### config.mk
export PLATFORM = sky130hd
export DESIGN_NAME = mem_arbiter_flat
export DESIGN_NICKNAME = d
export VERILOG_FILES = /design/src/hw/mem_pkg.sv /design/src/hw/mem_bus_if.sv /design/src/hw/mem_arbiter.sv /design/src/flat_wrapper.sv
export SDC_FILE = /design/constraint.sdc
export NUM_CORES = 1
export LEC_CHECK = 0
export ABC_AREA = 0
export ABC_CLOCK_PERIOD_IN_PS = 2700
export BUFFER_PORTS_ARGS = -buffer_cell sky130_fd_sc_hd__buf_2
export CORE_AREA = 2 2 69 71
export CTS_BUF_LIST = sky130_fd_sc_hd__clkbuf_8 sky130_fd_sc_hd__clkbuf_16
export DETAILED_ROUTE_END_ITERATION = 8
export DIE_AREA = 0 0 71 73
export GPL_ROUTABILITY_DRIVEN = 0
export PLACE_DENSITY = 0.74
export SKIP_LAST_GASP = 1
export SYNTH_ARGS = -nofsm -noshare
export SYNTH_HDL_FRONTEND = slang
export SYNTH_SLANG_ARGS = --single-unit
### constraint.sdc
create_clock -name clk -period 2.7 [get_ports clk]
set_input_delay 0.405 -clock clk [delete_from_list [all_inputs] [get_ports clk]]
set_output_delay 0.405 -clock clk [all_outputs]
set_load 0.01 [all_outputs]
### src/hw/mem_pkg.sv
package mem_pkg;

	localparam int ADDR_W = 16; // 64K words
	localparam int DATA_W = 16; // one processor word

	typedef logic [ADDR_W-1:0] addr_t;
	typedef logic [DATA_W-1:0] word_t;

	// who holds the shared memory port
	typedef enum logic [1:0] {
		OWN_NONE = 2'd0, // port free
		OWN_ICACHE = 2'd1,
		OWN_DCACHE = 2'd2
	} owner_t;

endpackage

### src/hw/mem_bus_if.sv
`timescale 1ns/100ps

interface mem_bus_if;

	logic req; // held high for the whole transaction
	logic we; // 1 write, 0 read
	mem_pkg::addr_t addr; // word address of this access
	mem_pkg::word_t wdata; // write-through data
	logic gnt; // port belongs to this cache this cycle
	logic rvalid; // read data back, LATENCY cycles after issue
	mem_pkg::word_t rdata; // only meaningful with rvalid

	modport cache_side (
		output req, we, addr, wdata,
		input gnt, rvalid, rdata
	);

	modport arb_side (
		input req, we, addr, wdata,
		output gnt, rvalid, rdata
	);

endinterface

### src/hw/mem_arbiter.sv
`timescale 1ns/100ps

module mem_arbiter (
	input logic clk,
	input logic rst_n,
	mem_bus_if.arb_side ibus,
	mem_bus_if.arb_side dbus,
	output logic mem_en,
	output logic mem_we,
	output mem_pkg::addr_t mem_addr,
	output mem_pkg::word_t mem_wdata,
	input logic mem_rvalid,
	input mem_pkg::word_t mem_rdata
);

	mem_pkg::owner_t owner_q; // owner of the previous cycle
	mem_pkg::owner_t owner; // owner this cycle
	logic owner_req;
	logic [3:0] inflight; // reads issued but not returned, a fill has at most 8
	logic rd_issue;

	always_comb begin
		case (owner_q)
			mem_pkg::OWN_ICACHE: owner_req = ibus.req;
			mem_pkg::OWN_DCACHE: owner_req = dbus.req;
			default: owner_req = 1'b0;
		endcase
	end

	// keep the owner while it asks or still has reads coming back
	always_comb begin
		if (owner_q != mem_pkg::OWN_NONE && (owner_req || inflight != '0))
			owner = owner_q;
		else if (dbus.req)
			owner = mem_pkg::OWN_DCACHE; // D side first
		else if (ibus.req)
			owner = mem_pkg::OWN_ICACHE;
		else
			owner = mem_pkg::OWN_NONE;
	end

	assign ibus.gnt = (owner == mem_pkg::OWN_ICACHE);
	assign dbus.gnt = (owner == mem_pkg::OWN_DCACHE);

	assign mem_en = (ibus.gnt && ibus.req) || (dbus.gnt && dbus.req);
	assign mem_we = dbus.gnt ? dbus.we : ibus.we;
	assign mem_addr = dbus.gnt ? dbus.addr : ibus.addr;
	assign mem_wdata = dbus.gnt ? dbus.wdata : ibus.wdata;
	assign rd_issue = mem_en && !mem_we;

	// returns only go to the cache that asked
	assign ibus.rvalid = mem_rvalid && ibus.gnt;
	assign dbus.rvalid = mem_rvalid && dbus.gnt;
	assign ibus.rdata = ibus.gnt ? mem_rdata : '0;
	assign dbus.rdata = dbus.gnt ? mem_rdata : '0;

	always_ff @(posedge clk or negedge rst_n) begin
		if (!rst_n) begin
			owner_q <= mem_pkg::OWN_NONE;
			inflight <= '0;
		end else begin
			owner_q <= owner;
			case ({rd_issue, mem_rvalid})
				2'b10: inflight <= inflight + 1'b1;
				2'b01: inflight <= inflight - 1'b1;
				default: inflight <= inflight; // none or one in, one out
			endcase
		end
	end

endmodule

### src/flat_wrapper.sv
// flat-port wrapper written by rule: the top's interface ports become plain ports
module mem_arbiter_flat 
  (clk, rst_n, mem_en, mem_we, mem_addr, mem_wdata, mem_rvalid, mem_rdata, ibus_req, ibus_we, ibus_addr, ibus_wdata, ibus_gnt, ibus_rvalid, ibus_rdata, dbus_req, dbus_we, dbus_addr, dbus_wdata, dbus_gnt, dbus_rvalid, dbus_rdata);
  mem_bus_if ibus_i ();
  mem_bus_if dbus_i ();
  input logic clk;
  input logic rst_n;
  output logic mem_en;
  output logic mem_we;
  output mem_pkg::addr_t mem_addr;
  output mem_pkg::word_t mem_wdata;
  input logic mem_rvalid;
  input mem_pkg::word_t mem_rdata;
  input wire logic [$bits(ibus_i.req)-1:0] ibus_req;
  input wire logic [$bits(ibus_i.we)-1:0] ibus_we;
  input wire logic [$bits(ibus_i.addr)-1:0] ibus_addr;
  input wire logic [$bits(ibus_i.wdata)-1:0] ibus_wdata;
  output wire logic [$bits(ibus_i.gnt)-1:0] ibus_gnt;
  output wire logic [$bits(ibus_i.rvalid)-1:0] ibus_rvalid;
  output wire logic [$bits(ibus_i.rdata)-1:0] ibus_rdata;
  input wire logic [$bits(dbus_i.req)-1:0] dbus_req;
  input wire logic [$bits(dbus_i.we)-1:0] dbus_we;
  input wire logic [$bits(dbus_i.addr)-1:0] dbus_addr;
  input wire logic [$bits(dbus_i.wdata)-1:0] dbus_wdata;
  output wire logic [$bits(dbus_i.gnt)-1:0] dbus_gnt;
  output wire logic [$bits(dbus_i.rvalid)-1:0] dbus_rvalid;
  output wire logic [$bits(dbus_i.rdata)-1:0] dbus_rdata;
  assign ibus_i.req = ibus_req;
  assign ibus_i.we = ibus_we;
  assign ibus_i.addr = ibus_addr;
  assign ibus_i.wdata = ibus_wdata;
  assign ibus_gnt = ibus_i.gnt;
  assign ibus_rvalid = ibus_i.rvalid;
  assign ibus_rdata = ibus_i.rdata;
  assign dbus_i.req = dbus_req;
  assign dbus_i.we = dbus_we;
  assign dbus_i.addr = dbus_addr;
  assign dbus_i.wdata = dbus_wdata;
  assign dbus_gnt = dbus_i.gnt;
  assign dbus_rvalid = dbus_i.rvalid;
  assign dbus_rdata = dbus_i.rdata;
  mem_arbiter u_core (.clk(clk), .rst_n(rst_n), .ibus(ibus_i), .dbus(dbus_i), .mem_en(mem_en), .mem_we(mem_we), .mem_addr(mem_addr), .mem_wdata(mem_wdata), .mem_rvalid(mem_rvalid), .mem_rdata(mem_rdata));
endmodule
==> run summary, run 1 <==
PLACED DESIGN
-----------------------------------------------------------------------------------------------------
Placed wire-length estimate                                                                   3900 um
Total cell area at the placement stage                                                     2180 sq um
Quantity of I/O buffers inserted on ports                                                         156
Post-place setup slack                                                                        -120 ps
Count of placed standard cells including taps                                                     346

CRITICAL PATH
-----------------------------------------------------------------------------------------------------
Largest driver fanout on the critical path                                                          8
Startpoint Class                                                                            flip-flop
Type of element capturing the critical path                                               output port
Data required time of the critical path                                                       2300 ps
Critical Path AT                                                                              2330 ps
Setup slack of the most critical reg-to-reg path                                               120 ps
Path type of the worst setup path                                                             reg2out

DRT
-----------------------------------------------------------------------------------------------------
Drc violations                                                                                      0
Detailed router's first-iteration violation count                                                  20
Uppermost signal routing layer after detailed routing                                            met4
Met3 wire length                                                                               693 um
Via density per instance                                                                         4.56
M1 WL                                                                                         1990 um
Number of iterations in the first detailed-routing pass                                             4
Average wire per standard cell                                                                14.9 um
Detail Route met2 WL                                                                          2660 um
Total vias in the final route                                                                    1645
Count of nets left with antenna violations after detail routing                                     0
Wire length after detailed routing                                                            5370 um

YOSYS
-----------------------------------------------------------------------------------------------------
Area share of xor/xnor cells in the synthesized design                                          1.36%
Seq/Total Area, Yosys                                                                           11.7%
Main combinational cell family by area after synthesis                                   multiplexers
Post-synthesis register bit count                                                                   6
Post-synthesis share of cell area spent on full adders, half adders and majority gates          7.41%
Area fraction in and, or, nand and nor cells after synthesis                                    25.0%
Average size of a mapped cell                                                              9.58 sq um
Warnings, synthesis                                                                                 0
Top area cells in the synthesized netlist                                                sky130_fd_sc_hd__mux2_4 (39%), sky130_fd_sc_hd__dfrtp_1 (12%), sky130_fd_sc_hd__and2_1 (8.3%), sky130_fd_sc_hd__nor2b_1 (8.3%), sky130_fd_sc_hd__ha_1 (5.8%)
Synth Instances                                                                                   134
Cell variety after synth                                                                           29
Post-synth design cell area                                                                1280 sq um
Library cell with the largest summed area after synthesis                                sky130_fd_sc_hd__mux2_4
Synth Net Count                                                                                   228
Share of synthesized flip-flops with an asynchronous set or reset                                100%
Most repeated cell in the gate-level netlist after synthesis                             sky130_fd_sc_hd__mux2_4
Multiplexer area fraction after synthesis                                                       40.3%
Compound-cell area share of the yosys netlist                                                   7.12%
EDFF count, synth                                                                                   0
Top cells by instance count after synthesis                                              sky130_fd_sc_hd__mux2_4 (33), sky130_fd_sc_hd__and2_1 (17), sky130_fd_sc_hd__nor2b_1 (17)
Top-area cell type share of the netlist area                                                    38.6%
Top_reg_cell synth                                                                       sky130_fd_sc_hd__dfrtp_1

TIMING
-----------------------------------------------------------------------------------------------------
Min Clock Period, post-route                                                                  2740 ps
Final-report max-slew violation count                                                               0
Worst-Margin Slew                                                                              367 ps
RSZ-0062 raised after global routing                                                             true
Portion of the clock cycle consumed by the worst path in the final layout                        101%
Worst setup skew after layout                                                                 4.28 ps
Fmax                                                                                          365 MHz
Relative slew slack                                                                             75.4%
Hold Fails Final Rpt                                                                                0
Min setup slack post-route                                                                   -37.2 ps
Post-Route Setup TNS                                                                          -337 ps
Final number of setup-violating endpoints                                                          23

FLOW RUN
-----------------------------------------------------------------------------------------------------
Max-Cap Viols                                                                                       0

GLOBAL ROUTE
-----------------------------------------------------------------------------------------------------
GR Overflow Total                                                                                   0
Maximum number of pins on one net before global-route repair                                       19
Total routing usage reported by global routing                                                  16.4%
First-pass GRT wire length                                                                    6750 um
Number of antenna violations at the first check in global routing                                   0
Via count of the first global-routing pass                                                       1454

MIN PATH
-----------------------------------------------------------------------------------------------------
Worst hold-check path type                                                                   in2async

FINISH
-----------------------------------------------------------------------------------------------------
Share of final-layout standard cells stronger than drive strength 1                             73.9%
Antenna Diode Count                                                                                 0
Layout overhead on the synthesized area                                                          109%
Post-layout nets                                                                                  403
Filler cell count                                                                                 393
Final core occ                                                                                  59.2%
Layout Cells excl Fill                                                                            361
Area of the multi-input gates                                                              1130 sq um
Post-route cell area                                                                       2680 sq um
Area of all sequential standard cells                                                       150 sq um

CLOCK NETWORK
-----------------------------------------------------------------------------------------------------
Later-pin clock latency in the skew report                                                     220 ps
TritonCTS Buffers                                                                                   3
Cell at the root of the clock tree                                                       sky130_fd_sc_hd__clkbuf_8
Clk sink count                                                                                      6
Clock slew at reported path FFs                                                                 40 ps
Clock Path Buffers                                                                                  2
Clock tree from TritonCTS                                                                        done
Deepest level of the CTS H-tree                                                                     1

OUTCOME
-----------------------------------------------------------------------------------------------------
Status                                                                                   finished with violations
Violated checks                                                                          negative setup slack

FLOORPLANNING
-----------------------------------------------------------------------------------------------------
Number of I/O pins                                                                                157
Starting density of the core                                                                    28.3%
Horizontal die dimension                                                                        71 um
Height of the die                                                                               73 um
Number of cell rows                                                                                25
Total die area                                                                             5180 sq um
Area of the placeable core                                                                 4540 sq um

POWER AND IR DROP
-----------------------------------------------------------------------------------------------------
Leakage Power                                                                                 1.51 nW
VDD IR-drop max                                                                              0.684 mV
PD cells                                                                                 1230 nW/um^2

## report_power, final
group	switching (mW)	internal [mW]	total [mW]
clock network	0.0384	0.0957	0.134
logic	1.26	1.71	2.98
registers	0.0621	0.140	0.202
total	1.36	1.95	3.31
## worst max-delay path: stages (launching register included)
cell	delay, ps
sky130_fd_sc_hd__dfrtp_1	400
sky130_fd_sc_hd__buf_4	150
sky130_fd_sc_hd__ha_1	190
sky130_fd_sc_hd__a22oi_2	190
sky130_fd_sc_hd__o22ai_4	110
sky130_fd_sc_hd__mux2_4	430
sky130_fd_sc_hd__clkbuf_16	190
sky130_fd_sc_hd__mux2_4	310
sky130_fd_sc_hd__buf_6	130
## kinds of logic (layout without fill, tap and decap cells)
| family | after synthesis | after routing |
|---|---|---|
| xor+xnor | 2 | 2 |
| compound gates | 14 | 14 |
| fa+ha+maj | 7 | 7 |
| buf+inv | 16 | 189 |
| flops | 6 | 6 |
| simple gates | 54 | 54 |
| mux | 35 | 35 |
## layout by cell type, fill, tap and decap left out, drive strengths merged, types with 2 or more instances in the layout
cell type,n
and2,17
inv,9
nor2b,17
nand2,10
mux2,34
nor4,2
clkbuf,6
ha,6
nand2b,4
o21ai,8
dfrtp,6
buf,173
## metrics by stage
step	hold slack [ps]	power, mW
final	538	3.31
after global routing	560	3.54
after CTS	530	2.56
after detailed placement	234	2.37
after global placement	234	2.34
after floorplan	109	1.61
## final timing paths
| check | startpoint | endpoint | cells after the start |
|---|---|---|---|
| worst max-delay path | u_core.owner_q[0]$_DFF_PN0_ | mem_wdata[15] | 8 |
| worst min-delay path | rst_n | u_core.inflight[2]$_DFFE_PN0P_ | 2 |
| worst max register to register | u_core.owner_q[0]$_DFF_PN0_ | u_core.inflight[3]$_DFFE_PN0P_ | 13 |
| worst min register to register | u_core.inflight[0]$_DFFE_PN0P_ | u_core.inflight[0]$_DFFE_PN0P_ | 1 |
| max in group asynchronous | rst_n | u_core.inflight[3]$_DFFE_PN0P_ | 2 |
| min in group clk | ibus_req | u_core.owner_q[0]$_DFF_PN0_ | 3 |
## area by class of cell
type / count / area share (%)
repair buffers: 177 / 46.9
multi-input cells: 112 / 42.1
flip-flops and latches: 6 / 5.59
well taps: 54 / 2.52
clock buffers: 3 / 1.54
inverters: 9 / 1.26
## flip-flops by register name (all words and copies together) (netlist names)
register	count
u_core.owner_q	2
u_core.inflight	4
## repair_timing
item,4_1_cts,5_1_grt
buffers inserted,3,5
gates cloned,0,3
resized for setup,1,66
pin swaps,1,7
endpoints found under the hold margin,3,0
endpoints found under the setup margin,38,58
hold buffers,1,0
## metal layers
layer,GRT usage (%),vias to the layer above
met5,0,-
met4,3.14,0
met3,7.87,4
met2,26.8,85
met1,19.9,749
li1,-,807
Note: power is estimated with default switching activity, not from simulation.
==> run 2: changes to the inputs <==
--- a/config.mk
+++ b/config.mk
@@ -7,7 +7,7 @@
 export LEC_CHECK = 0
 export ABC_AREA = 0
 export ABC_CLOCK_PERIOD_IN_PS = 2700
-export BUFFER_PORTS_ARGS = -buffer_cell sky130_fd_sc_hd__buf_2
+export BUFFER_PORTS_ARGS = -buffer_cell sky130_fd_sc_hd__clkbuf_2
 export CORE_AREA = 2 2 69 71
 export CTS_BUF_LIST = sky130_fd_sc_hd__clkbuf_8 sky130_fd_sc_hd__clkbuf_16
 export DETAILED_ROUTE_END_ITERATION = 8
==> run 2 against run 1 <==
Effect of this change: the run now ends clean; core utilization shrank 4.9 points; fmax grew 2.5%; count of clock-buffer cells in the layout is the same; global-route usage shrank 0.19 points.
==> run summary, run 2 (synthesized netlist as in run 1, its figures left out) <==
OUTCOME
----------------------------------------------------------------------------------------
Status                                                                      complete, no violations

CRITICAL PATH
----------------------------------------------------------------------------------------
Startpoint Class                                                               flip-flop
Path type of the worst setup path                                                reg2out
Critical Path AT                                                                 2270 ps   -60 ps
Data required time of the critical path                                          2300 ps   about the same
Type of element capturing the critical path                                  output port
Largest driver fanout on the critical path                                             6   -2

TIMING
----------------------------------------------------------------------------------------
Fmax                                                                             374 MHz   +2.5%
Final-report max-slew violation count                                                  0   unchanged
Worst-Margin Slew                                                                 368 ps   +1.59 ps
Hold Fails Final Rpt                                                                   0   unchanged
Post-Route Setup TNS                                                                0 ps   +337 ps
Min Clock Period, post-route                                                     2670 ps   -66.2 ps
Portion of the clock cycle consumed by the worst path in the final layout          98.9%   -2.5 points
Final number of setup-violating endpoints                                              0   -100%
Worst setup skew after layout                                                   0.414 ps   -3.86 ps
RSZ-0062 raised after global routing                                                true
Relative slew slack                                                                75.3%   -0.11 points

CLOCK NETWORK
----------------------------------------------------------------------------------------
Clock slew at reported path FFs                                                    30 ps   about the same
Clk sink count                                                                         6   unchanged
TritonCTS Buffers                                                                      3   unchanged
Cell at the root of the clock tree                                          sky130_fd_sc_hd__clkbuf_8
# hold bufs at CTS                                                                     0   -1
Clock tree from TritonCTS                                                           done
Deepest level of the CTS H-tree                                                        1   unchanged
Later-pin clock latency in the skew report                                        220 ps   about the same
Clock Path Buffers                                                                     2   unchanged

DRT
----------------------------------------------------------------------------------------
Average wire per standard cell                                                   14.0 um   -6.0%
Drc violations                                                                         0   unchanged
Via density per instance                                                            4.54   -0.41%
Number of iterations in the first detailed-routing pass                                4   unchanged
Detailed router's first-iteration violation count                                     22   +10%
Count of nets left with antenna violations after detail routing                        0   unchanged
Total vias in the final route                                                       1602   -2.6%
Wire length after detailed routing                                               4940 um   -8.1%

FLOORPLANNING
----------------------------------------------------------------------------------------
Starting density of the core                                                       28.3%   unchanged
Height of the die                                                                  73 um   unchanged
Number of I/O pins                                                                   157   unchanged
Area of the placeable core                                                    4540 sq um   unchanged
Number of cell rows                                                                   25   unchanged
Total die area                                                                5180 sq um   unchanged
Horizontal die dimension                                                           71 um   unchanged

FINISH
----------------------------------------------------------------------------------------
Largest registers                                                           u_core.inflight (4), u_core.owner_q (2)
Post-layout nets                                                                     395   -2.0%
Flip-flop count of the largest register after layout                                   4   unchanged
Antenna Diode Count                                                                    0   unchanged
Top register by number of flip-flops                                        u_core.inflight
Layout overhead on the synthesized area                                            91.9%
Layout Cells excl Fill                                                               353   -2.2%
Share of final-layout standard cells stronger than drive strength 1                72.6%   -1.4 points
Most frequent cells in the layout                                           sky130_fd_sc_hd__clkbuf_2 (140), sky130_fd_sc_hd__mux2_4 (33), sky130_fd_sc_hd__and2_1 (17), sky130_fd_sc_hd__nor2b_1 (17), sky130_fd_sc_hd__buf_6 (17)
Commonest non-fill, non-tap cell in the layout                              sky130_fd_sc_hd__clkbuf_2
Final core occ                                                                     54.3%   -4.9 points

GLOBAL ROUTE
----------------------------------------------------------------------------------------
Via count of the first global-routing pass                                          1382   -5.0%
GR Overflow Total                                                                      0   unchanged
First-pass GRT wire length                                                       6760 um   +0.21%
Total routing usage reported by global routing                                     16.2%   -0.19 points
Maximum number of pins on one net before global-route repair                          22   +3
Number of antenna violations at the first check in global routing                      0   unchanged

MIN PATH
----------------------------------------------------------------------------------------
Worst hold-check path type                                                      in2async

PLACED DESIGN
----------------------------------------------------------------------------------------
Quantity of I/O buffers inserted on ports                                            156   unchanged
Placed wire-length estimate                                                      3760 um   -3.6%
Count of placed standard cells including taps                                        343   -0.87%

POWER AND IR DROP
----------------------------------------------------------------------------------------
Leakage Power                                                                    1.42 nW   -6.2%
VDD IR-drop max                                                                 0.714 mV   +4.3%
PD cells                                                                    1200 nW/um^2   -3.0%

FLOW RUN
----------------------------------------------------------------------------------------
Max-Cap Viols                                                                          0   unchanged

==> run 2: final cells by class <==
class,instances,area [sq um]
repair buffers,169,1060
flip-flops and latches,6,150
fillers,412,2070
inverters,9,33.8
clock buffers,3,41.3
well taps,54,67.6
multi-input cells,112,1110
==> run 2: power by group <==
part | internal (mW) | switching (mW) | total [mW] | leakage [nW]
Combinational | 1.44 | 1.17 | 2.62 | 1.32
Clock | 0.0954 | 0.0338 | 0.129 | 0.0216
Sequential | 0.140 | 0.0598 | 0.200 | 0.0734
Total | 1.68 | 1.27 | 2.95 | 1.42
==> run 2: path summary, 6_finish.rpt <==
kind	to	from	slack [ps]	cells past startpoint
min reg2reg	u_core.owner_q[0]$_DFF_PN0_	u_core.owner_q[0]$_DFF_PN0_	550	2
max reg2reg	u_core.inflight[2]$_DFFE_PN0P_	u_core.owner_q[1]$_DFF_PN0_	140	12
max in group asynchronous	u_core.inflight[1]$_DFFE_PN0P_	rst_n	2540	1
min	u_core.inflight[0]$_DFFE_PN0P_	rst_n	9	1
max	mem_wdata[11]	u_core.owner_q[1]$_DFF_PN0_	30	8
min in group clk	u_core.owner_q[0]$_DFF_PN0_	u_core.owner_q[0]$_DFF_PN0_	550	2
==> run 2: worst max-delay path, stage by stage, from the launching register on <==
cell                        delay, ps
sky130_fd_sc_hd__dfrtp_1          410
sky130_fd_sc_hd__inv_2             80
sky130_fd_sc_hd__ha_1             190
sky130_fd_sc_hd__a22oi_2          230
sky130_fd_sc_hd__o22ai_4          100
sky130_fd_sc_hd__mux2_4           410
sky130_fd_sc_hd__clkbuf_16        200
sky130_fd_sc_hd__mux2_4           300
sky130_fd_sc_hd__buf_6            130
==> run 2: what timing repair did <==
action / CTS / global route
resized for setup: 6 / 48
cloned: 1 / 3
endpoints found under the setup margin: 33 / 51
pin swaps: 1 / 3
setup buffers: 2 / 1
==> run 2: layer usage <==
| metal | vias to the layer above | track usage [%] | wire (um) |
|---|---|---|---|
| li1 | 793 | - | - |
| met1 | 714 | 21.5 | 1980 |
| met2 | 89 | 25.2 | 2280 |
| met3 | 6 | 6.63 | 632 |
| met4 | 0 | 2.73 | 53 |
| met5 | - | 0 | 0 |
==> run 2: metrics by stage <==
step	power [mW]	hold slack, ps	instance area (sq um)	worst slack [ps]
2_1_floorplan	1.61	109	1280	80.5
3_3_place_gp	2.23	238	2130	178
3_5_place_dp	2.25	238	2130	102
4_1_cts	2.56	6.84	2240	27.8
5_1_grt	3.16	14.4	2460	-26.4
6_report	2.95	8.51	2460	29.0
